===== src/design/pd_pkg.sv =====
// ====================
// P-D decoder defs
// ====================
package pd_pkg;

	localparam int IR_WIDTH = 16;	// Instruction word width

	// Two-argument view, used by everything but KA1
	typedef struct packed {
		logic [5:0] opcode;
		logic       d;	// Indirect flag
		logic [2:0] a;	// Register A or group member
		logic [2:0] b;	// Modifier register
		logic [2:0] c;	// Argument register, 0 means next word
	} ir_norm_t;

	// Short-argument view, KA1 group
	typedef struct packed {
		logic [5:0] opcode;
		logic       sign;	// Sign of T
		logic [2:0] a;
		logic [5:0] t;	// Short argument magnitude
	} ir_short_t;

	typedef union packed {
		ir_norm_t  n;
		ir_short_t s;
	} ir_word_t;

	localparam logic [5:0]
		OP_LW   = 6'o20, OP_TW  = 6'o21, OP_LS  = 6'o22, OP_RI   = 6'o23,
		OP_RW   = 6'o24, OP_PW  = 6'o25, OP_RJ  = 6'o26, OP_IS   = 6'o27,
		OP_BB   = 6'o30, OP_BM  = 6'o31, OP_BS  = 6'o32, OP_BC   = 6'o33,
		OP_BN   = 6'o34, OP_OU  = 6'o35, OP_IN  = 6'o36, OP_PUFA = 6'o37,
		OP_AW   = 6'o40, OP_AC  = 6'o41, OP_SW  = 6'o42, OP_CW   = 6'o43,
		OP_OR   = 6'o44, OP_OM  = 6'o45, OP_NR  = 6'o46, OP_NM   = 6'o47,
		OP_ER   = 6'o50, OP_EM  = 6'o51, OP_XR  = 6'o52, OP_XM   = 6'o53,
		OP_CL   = 6'o54, OP_LB  = 6'o55, OP_RB  = 6'o56, OP_CB   = 6'o57,
		OP_AWT  = 6'o60, OP_TRB = 6'o61, OP_IRB = 6'o62, OP_DRB  = 6'o63,
		OP_CWT  = 6'o64, OP_LWT = 6'o65, OP_LWS = 6'o66, OP_RWS  = 6'o67,
		OP_JS   = 6'o70, OP_KA2 = 6'o71, OP_C   = 6'o72, OP_S    = 6'o73,
		OP_J    = 6'o74, OP_L   = 6'o75, OP_G   = 6'o76, OP_BNG  = 6'o77;

	// S group members, by A field
	localparam logic [2:0]
		A_HLT = 3'd0, A_MCL = 3'd1, A_SIN = 3'd2, A_GI = 3'd3, A_LIP = 3'd4;

	// Jump conditions, J group and JS group share L/E/G
	localparam logic [2:0]
		A_JL  = 3'd1, A_JE  = 3'd2, A_JG  = 3'd3,
		A_JZ  = 3'd4, A_JM  = 3'd5, A_JN  = 3'd6,
		A_JVS = 3'd4, A_JXS = 3'd5, A_JYS = 3'd6, A_JCS = 3'd7;

	localparam logic [2:0] A_MD = 3'd5;	// B/N group premodifier

	// C group members, by C field
	localparam logic [2:0]
		C_NGL = 3'd3, C_SHC = 3'd5, C_RPC = 3'd6, C_LPC = 3'd7;

	// R0 flag positions, bit 0 is leftmost
	localparam int
		R0_Z = 0, R0_M = 1, R0_V = 2, R0_C = 3, R0_L = 4,
		R0_E = 5, R0_G = 6, R0_Y = 7, R0_X = 8;

	localparam logic INOU_USER_ILLEGAL = 1'b1;	// IN/OU trap in user mode

endpackage


===== src/design/pd.sv =====
// ====================
// P-D decoder top
// ====================
`timescale 1ns/1ps

module pd
	import pd_pkg::*;
(
	input  logic                clk_sys,
	input  logic                rst,
	input  logic                strob1,
	input  logic                w_ir,
	input  logic [0:IR_WIDTH-1] w,
	input  logic                q,
	input  logic                mc_3,
	input  logic                p,
	input  logic [0:8]          r0,
	input  logic                st_wamp, st_p4, st_we, st_wz, st_wa, st_wr,
	input  logic                st_wx, st_ww, st_wp, st_wm, st_pp,
	input  logic                lk,
	input  logic                wzi,
	output ir_word_t            ir,
	output logic                xi, nef,
	output logic                saryt, ap1, am1,
	output logic                alu_add, alu_sub, alu_or, alu_and, alu_xor,
	output logic                ewa, ewp, ewe, ewz, ewr, ewm, eww, ewx, ekc
);

	logic is, rw, pw, ri, rj, ls, lws, rws, irb, drb, lb, rb, cb;
	logic aw, ac, awt, sw, ngl, cw, cwt, orr, nr, er, xr;
	logic inou, grp_s, grp_bn, grp_c, js, j, l, g, hlt, mcl, sin, gi;

	pd_ir u_ir (.clk_sys, .rst, .strob1, .w_ir, .w, .ir);

	// Strobes not used by the control blocks stay internal to the decoder
	pd_opdec u_opdec (
		.ir, .lw(), .tw(), .ls, .ri, .rw, .pw, .rj, .is,
		.bb(), .bm(), .bs(), .bc(), .bn(), .ou(), .in(), .pufa(),
		.aw, .ac, .sw, .cw, .orr, .om(), .nr, .nm(),
		.er, .em(), .xr, .xm(), .cl(), .lb, .rb, .cb,
		.awt, .trb(), .irb, .drb, .cwt, .lwt(), .lws, .rws,
		.js, .ka2(), .grp_c, .grp_s, .j, .l, .g, .grp_bn,
		.hlt, .mcl, .sin, .gi, .lip(),
		.ngl, .rpc(), .lpc(), .shc(), .ka1(), .inou
	);

	pd_legal u_legal (.ir, .q, .mc_3, .p, .r0, .inou, .grp_s, .grp_bn, .grp_c, .js, .j, .xi, .nef);

	pd_alu_ctl u_alu (
		.st_wamp, .st_p4, .st_we, .st_wz,
		.aw, .ac, .awt, .sw, .ngl, .cw, .cwt, .orr, .nr, .er, .xr, .irb, .drb,
		.saryt, .ap1, .am1, .alu_add, .alu_sub, .alu_or, .alu_and, .alu_xor
	);

	pd_seq u_seq (
		.ir, .st_pp, .st_wamp, .st_we, .st_wa, .st_wr, .st_wx, .st_ww, .st_wp, .st_wm,
		.lk, .wzi,
		.is, .rw, .pw, .ri, .rj, .ls, .lws, .rws, .irb, .drb, .lb, .rb, .cb, .inou,
		.js, .j, .l, .g, .hlt, .mcl, .sin, .gi,
		.ewa, .ewp, .ewe, .ewz, .ewr, .ewm, .eww, .ewx, .ekc
	);

endmodule


===== src/design/pd_alu_ctl.sv =====
// ====================
// ALU control
// ====================
`timescale 1ns/1ps

module pd_alu_ctl (
	input  logic st_wamp,	// W& execute state
	input  logic st_p4,	// Short argument add
	input  logic st_we,
	input  logic st_wz,	// Memory write-back
	input  logic aw,
	input  logic ac,
	input  logic awt,
	input  logic sw,
	input  logic ngl,
	input  logic cw,
	input  logic cwt,
	input  logic orr,
	input  logic nr,
	input  logic er,
	input  logic xr,
	input  logic irb,
	input  logic drb,
	output logic saryt,	// Arithmetic, not logic
	output logic ap1,	// A plus 1
	output logic am1,	// A minus 1
	output logic alu_add,
	output logic alu_sub,
	output logic alu_or,
	output logic alu_and,
	output logic alu_xor
);

	logic add_op;
	logic sub_op;	// Compare and negate also subtract
	logic logic_st;	// States where logic ops pass the ALU

	assign add_op   = aw | ac | awt;
	assign sub_op   = sw | ngl | cw | cwt;
	assign logic_st = st_wamp | st_wz;

	// P4 adds T, WE forms the IRB/DRB jump target
	assign alu_add = (st_wamp & add_op) | st_p4 | (st_we & (irb | drb));
	assign alu_sub = st_wamp & sub_op;
	assign alu_or  = logic_st & orr;
	assign alu_and = logic_st & nr;
	assign alu_xor = logic_st & (er | xr);

	assign ap1 = st_wamp & irb;
	assign am1 = st_wamp & drb;

	assign saryt = alu_add | alu_sub | ap1 | am1;

endmodule


===== src/design/pd_ir.sv =====
// ====================
// Instruction register
// ====================
`timescale 1ns/1ps

module pd_ir
	import pd_pkg::*;
(
	input  logic                clk_sys,
	input  logic                rst,
	input  logic                strob1,	// Bus strobe
	input  logic                w_ir,	// W to IR request
	input  logic [0:IR_WIDTH-1] w,	// W bus, bit 0 is MSB
	output ir_word_t            ir
);

	logic load;	// Qualified write

	assign load = strob1 & w_ir;

	always_ff @(posedge clk_sys) begin
		if (rst) begin
			ir <= '0;	// Opcode 0 decodes as illegal
		end else if (load) begin
			ir <= w;	// Plain overwrite, no hold-off
		end
	end

endmodule


===== src/design/pd_legal.sv =====
// ====================
// Illegal / no-effect
// ====================
`timescale 1ns/1ps

module pd_legal
	import pd_pkg::*;
(
	input  ir_word_t   ir,
	input  logic       q,	// System flag, user mode
	input  logic       mc_3,	// Third premodification in a row
	input  logic       p,	// Skip flag
	input  logic [0:8] r0,	// R0 flags, Z first
	input  logic       inou,
	input  logic       grp_s,
	input  logic       grp_bn,
	input  logic       grp_c,
	input  logic       js,
	input  logic       j,
	output logic       xi,
	output logic       nef
);

	logic low_op;	// 000-017 unassigned
	logic user_trap;
	logic c_bad;	// C group wants B = 0
	logic jcond;	// Jump condition met
	logic md_over;	// MD beyond premod limit

	assign low_op    = (ir.n.opcode[5:4] == 2'b00);
	assign user_trap = q & ((INOU_USER_ILLEGAL & inou) | grp_s);
	assign c_bad     = grp_c & (ir.n.b != 3'd0);
	assign md_over   = grp_bn & (ir.n.a == A_MD) & mc_3;

	// A field selects the tested R0 flag
	always_comb begin
		jcond = 1'b1;	// UJ, UJS, LJ
		if (js) begin
			case (ir.n.a)
				A_JL:    jcond = r0[R0_L];
				A_JE:    jcond = r0[R0_E];
				A_JG:    jcond = r0[R0_G];
				A_JVS:   jcond = r0[R0_V];
				A_JXS:   jcond = r0[R0_X];
				A_JYS:   jcond = r0[R0_Y];
				A_JCS:   jcond = r0[R0_C];
				default: jcond = 1'b1;
			endcase
		end else if (j) begin
			case (ir.n.a)
				A_JL:    jcond = r0[R0_L];
				A_JE:    jcond = r0[R0_E];
				A_JG:    jcond = r0[R0_G];
				A_JZ:    jcond = r0[R0_Z];
				A_JM:    jcond = r0[R0_M];
				A_JN:    jcond = ~r0[R0_E];	// Jump if not equal, E must be clear
				default: jcond = 1'b1;
			endcase
		end
	end

	assign xi  = low_op | user_trap | c_bad;
	assign nef = xi | p | ~jcond | md_over;	// Skipped or failed condition

endmodule


===== src/design/pd_opdec.sv =====
// ====================
// Opcode decoder
// ====================
`timescale 1ns/1ps

module pd_opdec
	import pd_pkg::*;
(
	input  ir_word_t ir,
	// 020-037
	output logic lw, tw, ls, ri, rw, pw, rj, is,
	output logic bb, bm, bs, bc, bn, ou, in, pufa,
	// 040-057
	output logic aw, ac, sw, cw, orr, om, nr, nm,
	output logic er, em, xr, xm, cl, lb, rb, cb,
	// 060-067
	output logic awt, trb, irb, drb, cwt, lwt, lws, rws,
	// 070-077
	output logic js, ka2, grp_c, grp_s, j, l, g, grp_bn,
	// S and C group members
	output logic hlt, mcl, sin, gi, lip,
	output logic ngl, rpc, lpc, shc,
	output logic ka1, inou
);

	logic [5:0]  op;
	logic [15:0] dec;	// One-hot of low four opcode bits
	logic        quarter_1;	// 020-037
	logic        quarter_2;	// 040-057
	logic        quarter_3;	// 060-077

	assign op = ir.n.opcode;
	assign dec = 16'd1 << op[3:0];
	assign quarter_1 = (op[5:4] == OP_LW[5:4]);
	assign quarter_2 = (op[5:4] == OP_AW[5:4]);
	assign quarter_3 = (op[5:4] == OP_AWT[5:4]);

	assign lw   = quarter_1 & dec[OP_LW[3:0]];
	assign tw   = quarter_1 & dec[OP_TW[3:0]];
	assign ls   = quarter_1 & dec[OP_LS[3:0]];
	assign ri   = quarter_1 & dec[OP_RI[3:0]];
	assign rw   = quarter_1 & dec[OP_RW[3:0]];
	assign pw   = quarter_1 & dec[OP_PW[3:0]];
	assign rj   = quarter_1 & dec[OP_RJ[3:0]];
	assign is   = quarter_1 & dec[OP_IS[3:0]];
	assign bb   = quarter_1 & dec[OP_BB[3:0]];
	assign bm   = quarter_1 & dec[OP_BM[3:0]];
	assign bs   = quarter_1 & dec[OP_BS[3:0]];
	assign bc   = quarter_1 & dec[OP_BC[3:0]];
	assign bn   = quarter_1 & dec[OP_BN[3:0]];
	assign ou   = quarter_1 & dec[OP_OU[3:0]];
	assign in   = quarter_1 & dec[OP_IN[3:0]];
	assign pufa = quarter_1 & dec[OP_PUFA[3:0]];	// Wide and FP arithmetic

	assign aw  = quarter_2 & dec[OP_AW[3:0]];
	assign ac  = quarter_2 & dec[OP_AC[3:0]];
	assign sw  = quarter_2 & dec[OP_SW[3:0]];
	assign cw  = quarter_2 & dec[OP_CW[3:0]];
	assign orr = quarter_2 & dec[OP_OR[3:0]];
	assign om  = quarter_2 & dec[OP_OM[3:0]];
	assign nr  = quarter_2 & dec[OP_NR[3:0]];
	assign nm  = quarter_2 & dec[OP_NM[3:0]];
	assign er  = quarter_2 & dec[OP_ER[3:0]];
	assign em  = quarter_2 & dec[OP_EM[3:0]];
	assign xr  = quarter_2 & dec[OP_XR[3:0]];
	assign xm  = quarter_2 & dec[OP_XM[3:0]];
	assign cl  = quarter_2 & dec[OP_CL[3:0]];
	assign lb  = quarter_2 & dec[OP_LB[3:0]];
	assign rb  = quarter_2 & dec[OP_RB[3:0]];
	assign cb  = quarter_2 & dec[OP_CB[3:0]];

	assign awt = quarter_3 & dec[OP_AWT[3:0]];
	assign trb = quarter_3 & dec[OP_TRB[3:0]];
	assign irb = quarter_3 & dec[OP_IRB[3:0]];
	assign drb = quarter_3 & dec[OP_DRB[3:0]];
	assign cwt = quarter_3 & dec[OP_CWT[3:0]];
	assign lwt = quarter_3 & dec[OP_LWT[3:0]];
	assign lws = quarter_3 & dec[OP_LWS[3:0]];
	assign rws = quarter_3 & dec[OP_RWS[3:0]];

	assign js     = quarter_3 & dec[OP_JS[3:0]];
	assign ka2    = quarter_3 & dec[OP_KA2[3:0]];
	assign grp_c  = quarter_3 & dec[OP_C[3:0]];
	assign grp_s  = quarter_3 & dec[OP_S[3:0]];
	assign j      = quarter_3 & dec[OP_J[3:0]];
	assign l      = quarter_3 & dec[OP_L[3:0]];
	assign g      = quarter_3 & dec[OP_G[3:0]];
	assign grp_bn = quarter_3 & dec[OP_BNG[3:0]];

	// S group, member picked by A field
	assign hlt = grp_s & (ir.n.a == A_HLT);
	assign mcl = grp_s & (ir.n.a == A_MCL);
	assign sin = grp_s & (ir.n.a == A_SIN);	// SIU/SIL/SIT/CIT
	assign gi  = grp_s & (ir.n.a == A_GI);
	assign lip = grp_s & (ir.n.a == A_LIP);

	// C group, member picked by C field
	assign ngl = grp_c & (ir.n.c == C_NGL);
	assign rpc = grp_c & (ir.n.c == C_RPC);
	assign lpc = grp_c & (ir.n.c == C_LPC);
	assign shc = grp_c & (ir.n.c == C_SHC);

	// KA1 words carry T in place of B and C
	assign ka1  = (ir.s.opcode[5:3] == OP_AWT[5:3]);
	assign inou = in | ou;

endmodule


===== src/design/pd_seq.sv =====
// ====================
// Next-state strobes
// ====================
`timescale 1ns/1ps

module pd_seq
	import pd_pkg::*;
(
	input  ir_word_t ir,
	input  logic st_pp,	// Fetch done, pick first state
	input  logic st_wamp,
	input  logic st_we,
	input  logic st_wa,
	input  logic st_wr,
	input  logic st_wx,
	input  logic st_ww,
	input  logic st_wp,
	input  logic st_wm,
	input  logic lk,	// Loop count not exhausted
	input  logic wzi,	// Result zero
	input  logic is, rw, pw, ri, rj, ls, lws, rws,
	input  logic irb, drb, lb, rb, cb, inou,
	input  logic js, j, l, g, hlt, mcl, sin, gi,
	output logic ewa,
	output logic ewp,
	output logic ewe,
	output logic ewz,
	output logic ewr,
	output logic ewm,
	output logic eww,
	output logic ewx,
	output logic ekc	// End of cycle
);

	logic two_arg;	// 020-057
	logic store;
	logic byte_op;	// LB, RB, CB
	logic krb;	// IRB or DRB
	logic is_wb;	// IS has to write memory

	assign two_arg = (ir.n.opcode[5:4] == OP_LW[5:4]) || (ir.n.opcode[5:4] == OP_AW[5:4]);
	assign store   = rw | pw;
	assign byte_op = lb | rb | cb;
	assign krb     = irb | drb;
	assign is_wb   = is & ~wzi;

	assign ewa = st_pp & two_arg & ~store & ~inou;	// Fetch argument
	assign ewp = (st_pp & (js | j)) | (st_wa & rj);
	assign ewe = (st_wa & ls) | (st_wamp & krb & ~wzi);	// Nonzero counter jumps
	assign ewz = st_wamp & is_wb;
	assign ewm = st_pp & (inou | mcl | gi);

	assign ewr = (st_we & lws)
		| (st_wr & l & lk)	// Next register of L group
		| (st_wx & l)
		| (st_wp & byte_op)
		| (st_wm & inou & ~lk);

	assign eww = (st_pp & store)
		| (st_wa & ri)
		| (st_we & rws)
		| (st_wx & g)
		| (st_ww & g & lk);

	assign ewx = (st_pp & (hlt | sin | l | g)) | (st_wm & inou & lk);

	assign ekc = (st_wamp & two_arg & ~is_wb)
		| (st_wamp & krb & wzi)
		| (st_wr & l & ~lk)
		| (st_wx & (hlt | sin))
		| (st_ww & ~(g & lk))
		| (st_wp & ~byte_op)
		| (st_wm & ~inou);

endmodule


===== config.mk =====
export PLATFORM = sky130hd
export DESIGN_NAME = pd
export DESIGN_NICKNAME = d
export VERILOG_FILES = /design/src/design/pd_pkg.sv /design/src/design/pd.sv /design/src/design/pd_alu_ctl.sv /design/src/design/pd_ir.sv /design/src/design/pd_legal.sv /design/src/design/pd_opdec.sv /design/src/design/pd_seq.sv
export SDC_FILE = /design/constraint.sdc
export NUM_CORES = 1
export LEC_CHECK = 0
export ABC_AREA = 1
export BUFFER_PORTS_ARGS = -buffer_cell sky130_fd_sc_hd__buf_2
export CORE_AREA = 10 10 88 90
export DETAILED_ROUTE_END_ITERATION = 8
export DIE_AREA = 0 0 98 100
export PLACE_DENSITY = 0.63
export SYNTH_ARGS = -nofsm -noshare
export SYNTH_HDL_FRONTEND = slang
export SYNTH_HIERARCHICAL = 1
export SYNTH_SLANG_ARGS = --single-unit
export TNS_END_PERCENT = 20

===== constraint.sdc =====
create_clock -name clk_sys -period 3.6 [get_ports clk_sys]
set_input_delay 0.18 -clock clk_sys [delete_from_list [all_inputs] [get_ports clk_sys]]
set_output_delay 0.18 -clock clk_sys [all_outputs]
set_load 0.005 [all_outputs]

Word level (Yosys, flattened, before mapping)

Cells that the tools add are included.

Flip-flop bits (word level): 16
Latch bits: 0
RAM bits: 0
ROM bits: 0
Input bits: 45
Word-level logic and storage cells: 161
Memories kept: 0

Add/subtract/negate cells: 0
Multiply operators: 0
Div/mod/pow operators: 0
Magnitude comparators: 0
Equal/unequal tests: 11
Shifts and indexed selects: 1
Muxes and demuxes: 4
Bitwise gates (word level): 140
Reduce and logical (&&, ||, !) cells: 4

Operators with widths:

| kind                 | number |
|---|---|
| $and 1x1->1          | 85 |
| $or 1x1->1           | 46 |
| $shl 1x4->16 const A | 1 |
| $eq 3x3->1 const B   | 4 |
| $eq 3x2->1 const B   | 3 |
| $not 1->1            | 9 |
| $pmux 1 s7           | 1 |
| $pmux 1 s6           | 1 |
| $eq 2x2->1 const B   | 2 |
| $eq 3x1->1 const B   | 1 |
| $logic_not 3->1      | 1 |
| $reduce_bool 3->1    | 1 |
| $eq 2x1->1 const B   | 1 |
| $logic_not 2->1      | 1 |
| $mux 1               | 2 |
| $logic_or 1x1->1     | 1 |

Longest topological paths before layout

Gate-level depths: netlist of the first run.

Depth in word-level cells: 11
Gate-level depth with buffers: 12
Depth with buffers taken out: 11

Hierarchy

The synthesis of the first run kept the hierarchy.

By module, submodules not included:

| module     | times used | cells each | area each (um^2) |
|---|---|---|---|
| pd_ir      | 1          | 102        | 665.6 |
| pd_opdec   | 1          | 115        | 516.7 |
| pd_seq     | 1          | 61         | 259.0 |
| pd_legal   | 1          | 38         | 182.7 |
| pd_alu_ctl | 1          | 27         | 112.6 |

Least setup slack after synthesis of the first run

OpenSTA, ideal clock, no wires.

Path kind: register to output
From: register u_ir/ir[14] in the netlist's numbering
To: output ekc
Arrival time: 1.356 ns
Required time: 3.420 ns
Path slack: 2.064 ns
Stages on the path, launching flop included: 10
Cells stage by stage: dfxtp_1 > inv_1 > or2_1 > buf_6 > a21oi_1 > inv_1 > nand2_1 > nand2_1 > nor2_2 > nand2_1

RTL lines:

| item                           | line                           | RTL |
|---|---|---|
| start: declaration             | pd_ir.sv:14                    | `output ir_word_t ir` |
| start signal: assignment       | pd_ir.sv:25                    | `ir <= w;` |
| $eq 2x1->1 (*)                 | pd_opdec.sv:34                 | `assign quarter_1 = (op[5:4] == OP_LW[5:4]);` |
| $and 1x1->1 (on tied branches) | pd_opdec.sv:52, pd_opdec.sv:51 |  |
| $or 1x1->1 (*)                 | pd_opdec.sv:105                | `assign inou = in \| ou;` |
| named net inou                 | pd.sv:31                       | `logic inou, grp_s, grp_bn, grp_c, js, j, l, g, hlt, mcl, sin, gi;` |
| $not 1->1 (*)                  | pd_seq.sv:73                   | `\| (st_wm & ~inou);` |
| $and 1x1->1 (*)                | pd_seq.sv:73                   |  |
| $or 1x1->1 (*)                 | pd_seq.sv:73                   |  |
| end: declaration               | pd.sv:26                       | `output logic ewa, ewp, ewe, ewz, ewr, ewm, eww, ewx, ekc` |

The timed path passes the listed nets; every way through them passes the cells marked *.

Worst setup path in the final report of the first run

From: register u_ir/ir[13] in the netlist's numbering
To: output ekc

RTL lines:

| item                           | line                           | RTL |
|---|---|---|
| $shl 1x4->16 (*)               | pd_opdec.sv:33                 | `assign dec = 16'd1 << op[3:0];` |
| $and 1x1->1 (on tied branches) | pd_opdec.sv:52, pd_opdec.sv:51 |  |
| $or 1x1->1 (*)                 | pd_opdec.sv:105                |  |
| named net inou                 | pd.sv:31                       |  |
| $not 1->1 (*)                  | pd_seq.sv:73                   |  |
| $and 1x1->1 (*)                | pd_seq.sv:73                   |  |
| $or 1x1->1 (*)                 | pd_seq.sv:73                   |  |

Marks and branches as above.

==> summary.md, run 1 <==
| Metric | Value |
|---|---|
| Delay of the slowest critical-path stage | around 0.6 ns |
| Slew Limit Fails | 0 |
| Required time worst endpoint | 3.42 ns |
| Routability Congestion | 0.840 |
| Max reg flops | 16 |
| Most numerous cell on the critical path | nand2_1 |
| Final hold slack | 0.154 ns |
| First-pass GRT wire length | about 8.5 mm |
| Initial core utilization | 0.263 |
| Worst Skew | 0 ns |
| Ant. Diodes | 0 |
| Share of layout cells above drive strength 1 | 0.258 |
| Worst Tran Pin Value | about 0.59 ns |
| Num CTS Buffers | 3 |
| Area grow syn2layout | 28.1% |
| P_int | between 300 and 400 uW |
| Post-route minimum period | around 2.1 ns |
| DRT iter0 DRCs | 76 |
| Mapped Area | roughly 1600 um^2 |
| Detailed placer's ending HPWL | between 4 and 5 mm |
| DRT antenna net count | 0 |
| Placement Rows | 29 |
| # hold bufs at CTS | 0 |
| Worst-path clk slew | roughly 0.060 ns |
| Clk Latency, worst-skew pair | about 0.25 ns |
| Routed WL per cell | 11.5 um |
| Worst Hold Class | in2reg |
| Crit-path max FO | 14 |
| Unrepaired setup endpoints after global routing | no |
| Post-CTS sizing | 0 |
| Setup crit start kind | flip-flop |
| Syn_nets | 357 |
| Initial antenna violation count | 0 |
| Final Hold Fails | 0 |
| Sw Share | 0.314 |
| Leak | between 1 and 1.5 nW |
| Crit-path cells | nand4_1, a21oi_1, inv_1, nand2_1, nand2_1, nor2_2, nand2_1, buf_2 |
| Biggest registers after layout | u_ir/ir x16 |
| Switching power | 156 uW |
| Largest net degree at the start of global routing | 33 |
| Final Cycle Share | 0.582 |
| Slowest CP cell | dfxtp_1 |
| GRT Total Usage | 0.0995 |
| Ys Warns | 6 |
| CTS H-Tree Depth | 1 |
| Drt first pass iters | 4 |
| Status | complete, no violations |
| DR vias/cell | 4.37 |
| Max-slew headroom | 0.607 |
| Setup Crit Path Kind | reg2out |
| Layout net count | ~430 |
| Final setup vio count | 0 |
| WP data arrival | between 1.5 and 2 ns |
| Cells after synthesis | ~310 |
| Clock group share of total power | 0.320 |
| Vias | roughly 2,000 |
| Largest Register | u_ir/ir |
| Number of fill cells in the layout | just over 700 |
| DRC Markers | 0 |
| Worst Setup End Kind | output pin |
| CTS tree | done |
| TritonCTS Sinks | 16 |
| Logic pwr share | 0.255 |
| Vias in the first global route | about 1,900 |
| Final setup TNS | 0 ns |
| Top Ports | 80 |
| Post-Syn Area per Cell | ~5.2 um^2 |
| Fmax | roughly 0.48 GHz |
| Max_cap viols | 0 |
| Core area | roughly 6100 um^2 |
| CTS root buf | clkbuf_8 |
| Power per cell area | approximately 240 nW/um^2 |
| Die height | roughly 100 um |
| DIE WIDTH | between 90 and 100 um |
| FF/Latch Area | 320 um^2 |
| Final wirelength | about 5.3 mm |
| Die area | 9800 um^2 |
| # port buffers | 79 |
| Setup Buffers After CTS | 0 |
| Seq pwr share | 0.425 |
| Peak VDD IR | 0.000206 V |
| Area of the multi-input gates | approximately 1000 um^2 |
| Global route overflow | 0 |
| Longest Clk Path Bufs | 2 |
-- per-stage QoR --
stage	power [mW]	cell area (um^2)	worst slack [ns]	std cells	util
floorplan	0.290	1620	2.07	312	-
global placement	0.342	2010	1.83	456	0.329
detailed placement	0.344	2010	1.79	456	0.329
CTS	0.507	2070	1.50	460	0.337
global route	0.534	2070	1.26	460	0.337
finish	0.498	2070	1.51	460	0.337
-- final cells by class --
class                           instances  area share
Multi-Input combinational cell        233       0.489
Timing Repair Buffer                   79       0.191
Sequential cell                        16       0.155
Inverter                               51      0.0925
Tap cell                               77      0.0466
Clock buffer                            4      0.0266
-- metal layers --
| layer | track usage | share of wire | up-vias |
|---|---|---|---|
| li1 | - | - | 1086 |
| met1 | 0.122 | 0.46 | 860 |
| met2 | 0.159 | 0.44 | 59 |
| met3 | 0.0391 | 0.089 | 4 |
| met4 | 0.0246 | 0.0079 | 0 |
| met5 | 0 | 0 | - |
-- worst max-delay path: cells and delay by family (launching register included) --
family,cells,cell delay [ns]
compound gates,1,0.35
buf+inv,2,0.22
simple gates,5,0.48
flops,1,0.60
-- power groups by stage --
stage	Sequential, mW	Combinational [mW]	Clock, mW
after floorplan	0.208	0.0822	0
after global placement	0.214	0.127	0
after detailed placement	0.216	0.128	0
after CTS	0.211	0.129	0.167
after global routing	0.214	0.147	0.173
final	0.212	0.127	0.159
-- cell usage in the layout, fill, tap and decap left out --
cell and count:
nor2_1 84, o21ai_0 4, nand2_1 86, nand3_1 20, nor3_1 5, o21ai_1 5
a21oi_2 1, inv_1 45, inv_2 6, buf_2 79, or2_1 1, nor2_2 4
dfxtp_1 16, or2_2 1, nor3b_1 1, nand2_2 1, nand3_2 3, nand4_1 6
o31ai_1 1, o31a_1 1, a21oi_1 4, o21a_1 1, o21bai_1 1, a31o_1 1
nand3b_1 2, clkbuf_8 4
-- worst paths after layout --
path	from	to	slack (ns)	cells after the start
worst min-delay path	w[8]	u_ir/ir[7]	0.15	3
worst max-delay path	u_ir/ir[13]	ekc	1.51	8
worst max register to register	u_ir/ir[12]	u_ir/ir[12]	2.65	4
worst min register to register	u_ir/ir[9]	u_ir/ir[9]	0.52	4
No activity file was read; power rests on OpenSTA's default activity.
==> run 2: changes to the inputs <==
--- a/config.mk
+++ b/config.mk
@@ -10,7 +10,7 @@
 export CORE_AREA = 10 10 88 90
 export DETAILED_ROUTE_END_ITERATION = 8
 export DIE_AREA = 0 0 98 100
-export PLACE_DENSITY = 0.63
+export PLACE_DENSITY = 0.65
 export SYNTH_ARGS = -nofsm -noshare
 export SYNTH_HDL_FRONTEND = slang
 export SYNTH_HIERARCHICAL = 1
==> constraint.sdc (replaced) <==
create_clock -name clk_sys -period 1.7 [get_ports clk_sys]
set_input_delay 0.085 -clock clk_sys [delete_from_list [all_inputs] [get_ports clk_sys]]
set_output_delay 0.085 -clock clk_sys [all_outputs]
set_load 0.005 [all_outputs]
==> summary.md, run 2 (synthesis results as in run 1) <==
| Metric | Value |
|---|---|
| Final wirelength | 5.44 mm (+2.8%) |
| CTS H-Tree Depth | 1 (unchanged) |
| Final hold slack | 0.0614 ns (-0.0922 ns) |
| # hold bufs at CTS | 0 (unchanged) |
| GRT Total Usage | 0.103 (+0.00334) |
| Non-Filler Instances | 477 (+3.7%) |
| Max_cap viols | 0 (unchanged) |
| DR vias/cell | 4.34 (-0.73%) |
| Vias in the first global route | 1,950 (+3.9%) |
| Final Cycle Share | 1.00 |
| Die area | 9800 um^2 (unchanged) |
| Final Core Density | 0.374 (+0.0365) |
| WP data arrival | 1.62 ns (-0.29 ns) |
| Setup Crit Path Kind | reg2out |
| DRT antenna net count | 0 (unchanged) |
| Drt first pass iters | 4 (unchanged) |
| Worst-path clk slew | 0.06 ns (about the same) |
| Unrepaired setup endpoints after global routing | yes |
| Violated checks | setup timing |
| Clk Latency, worst-skew pair | 0.24 ns (about the same) |
| Post-route cell area | 2290 um^2 (+11%) |
| Top Ports | 80 (unchanged) |
| Delay of the slowest critical-path stage | 0.39 ns (-0.21 ns) |
| Core area | 6130 um^2 (unchanged) |
| Crit-path max FO | 6 (-8) |
| First-pass GRT wire length | 8.78 mm (+3.4%) |
| Die height | 100 um (unchanged) |
| CTS root buf | clkbuf_8 |
| Post-Place Worst Slack | 0.0723 ns (-1.72 ns) |
| Setup crit start kind | flip-flop |
| DRT iter0 DRCs | 95 (+25%) |
| Area grow syn2layout | 42.0% |
| Worst Tran Pin Value | 0.579 ns (-0.00824 ns) |
| Longest Clk Path Bufs | 2 (unchanged) |
| Leak | 1.25 nW (+8.2%) |
| Most frequent cells in the layout | nand2_1 (81), buf_2 (80), nor2_1 (74) |
| Final Hold Fails | 0 (unchanged) |
| Final setup vio count | 1 (+1) |
| CTS tree | done |
| Detailed placer's ending HPWL | 4.37 mm (+1.1%) |
| # port buffers | 79 (unchanged) |
| Routed WL per cell | 11.4 um (-0.88%) |
| Global route overflow | 0 (unchanged) |
| Peak VDD IR | 0.000336 V (+63%) |
| Worst Hold Class | in2reg |
| Largest Register | u_ir/ir |
| Num CTS Buffers | 3 (unchanged) |
| Largest net degree at the start of global routing | 33 (unchanged) |
| Power per cell area | 455 nW/um^2 (+89%) |
| Worst Setup End Kind | output pin |
| Cell Area, Placed | 2090 um^2 (+3.7%) |
| Required time worst endpoint | 1.62 ns (-1.80 ns) |
| Most numerous cell on the critical path | nand2_1 |
| DRC Markers | 0 (unchanged) |
| Inst Count DP | 466 (+2.2%) |
| Placement Rows | 29 (unchanged) |
| Initial antenna violation count | 0 (unchanged) |
| Number of fill cells in the layout | 700 (-2.8%) |
| Ant. Diodes | 0 (unchanged) |
| Slowest CP cell | dfxtp_4 |
| Share of layout cells above drive strength 1 | 0.355 (+0.0965) |
| Post-route minimum period | about 1.7 ns |
| Final setup TNS | -0.00707 ns (-0.00707 ns) |
| Total Power | 1.04 mW (+110%) |
| Max-slew headroom | 0.613 (+0.00552) |
| Crit-path cells | buf_6, nand2_2, nor2_4, nand2_2, nor2_4, inv_1, nand2_1, nand3_1, nand2_1, nor2_1, nand2_1, buf_2 |
| TritonCTS Sinks | 16 (unchanged) |
| Fmax | approximately 0.59 GHz |
| Post-route setup slack | -0.00707 ns (-1.51 ns) |
| Biggest registers after layout | u_ir/ir x16 |
| Slew Limit Fails | 0 (unchanged) |
| Routability Congestion | 0.848 (+0.92%) |
| Layout net count | 447 (+4.2%) |
| Max reg flops | 16 (unchanged) |
| Worst Skew | 0 ns (unchanged) |
| Vias | 2,068 (+2.9%) |
| Commonest non-fill, non-tap cell in the layout | nand2_1 |
| Status | finished, violations left |
| DIE WIDTH | 98 um (unchanged) |
| Initial core utilization | 0.263 (unchanged) |
[run 2: path summary, 6_finish.rpt]
path	start	endpoint	slack, ns	depth (start not counted)
min	w[8]	u_ir/ir[7]	0.06	3
min reg2reg	u_ir/ir[9]	u_ir/ir[9]	0.52	4
max	u_ir/ir[11]	ekc	-0.007	12
max reg2reg	u_ir/ir[12]	u_ir/ir[12]	0.71	6
[run 2: power by group]
part / leakage, nW / switching, mW / internal (mW)
Sequential: 0.135 / 0.0375 / 0.401
Combinational: 1.09 / 0.179 / 0.146
Clock: 0.0216 / 0.122 / 0.157
[run 2: timing repair]
action / in CTS / in global routing
setup endpoints to repair: 13 / 10
setup buffers: 0 / 8
resized for setup: 16 / 23
pin swaps: 0 / 15
[run 2: final cells by class]
| type | instances | area, um^2 | share of cell area |
|---|---|---|---|
| clock buffers | 3 | 41.3 | 0.0180 |
| repair buffers | 97 | 532 | 0.232 |
| multi-input cells | 233 | 1090 | 0.477 |
| flip-flops and latches | 16 | 335 | 0.146 |
| inverters | 51 | 194 | 0.0846 |
| well taps | 77 | 96.3 | 0.0420 |
[run 2: worst max-delay path, delay by kind of cell, from the launching register on]
family        cells  cell delay, ns
flops             1            0.39
simple gates      9            0.71
buf+inv           3            0.26
[run 2: metal layers]
metal	vias up	global-route usage	wire length, um
met4	0	0.0201	21
li1	1124	-	-
met1	884	0.129	2520
met3	2	0.0323	424
met2	58	0.170	2470
met5	-	0	0
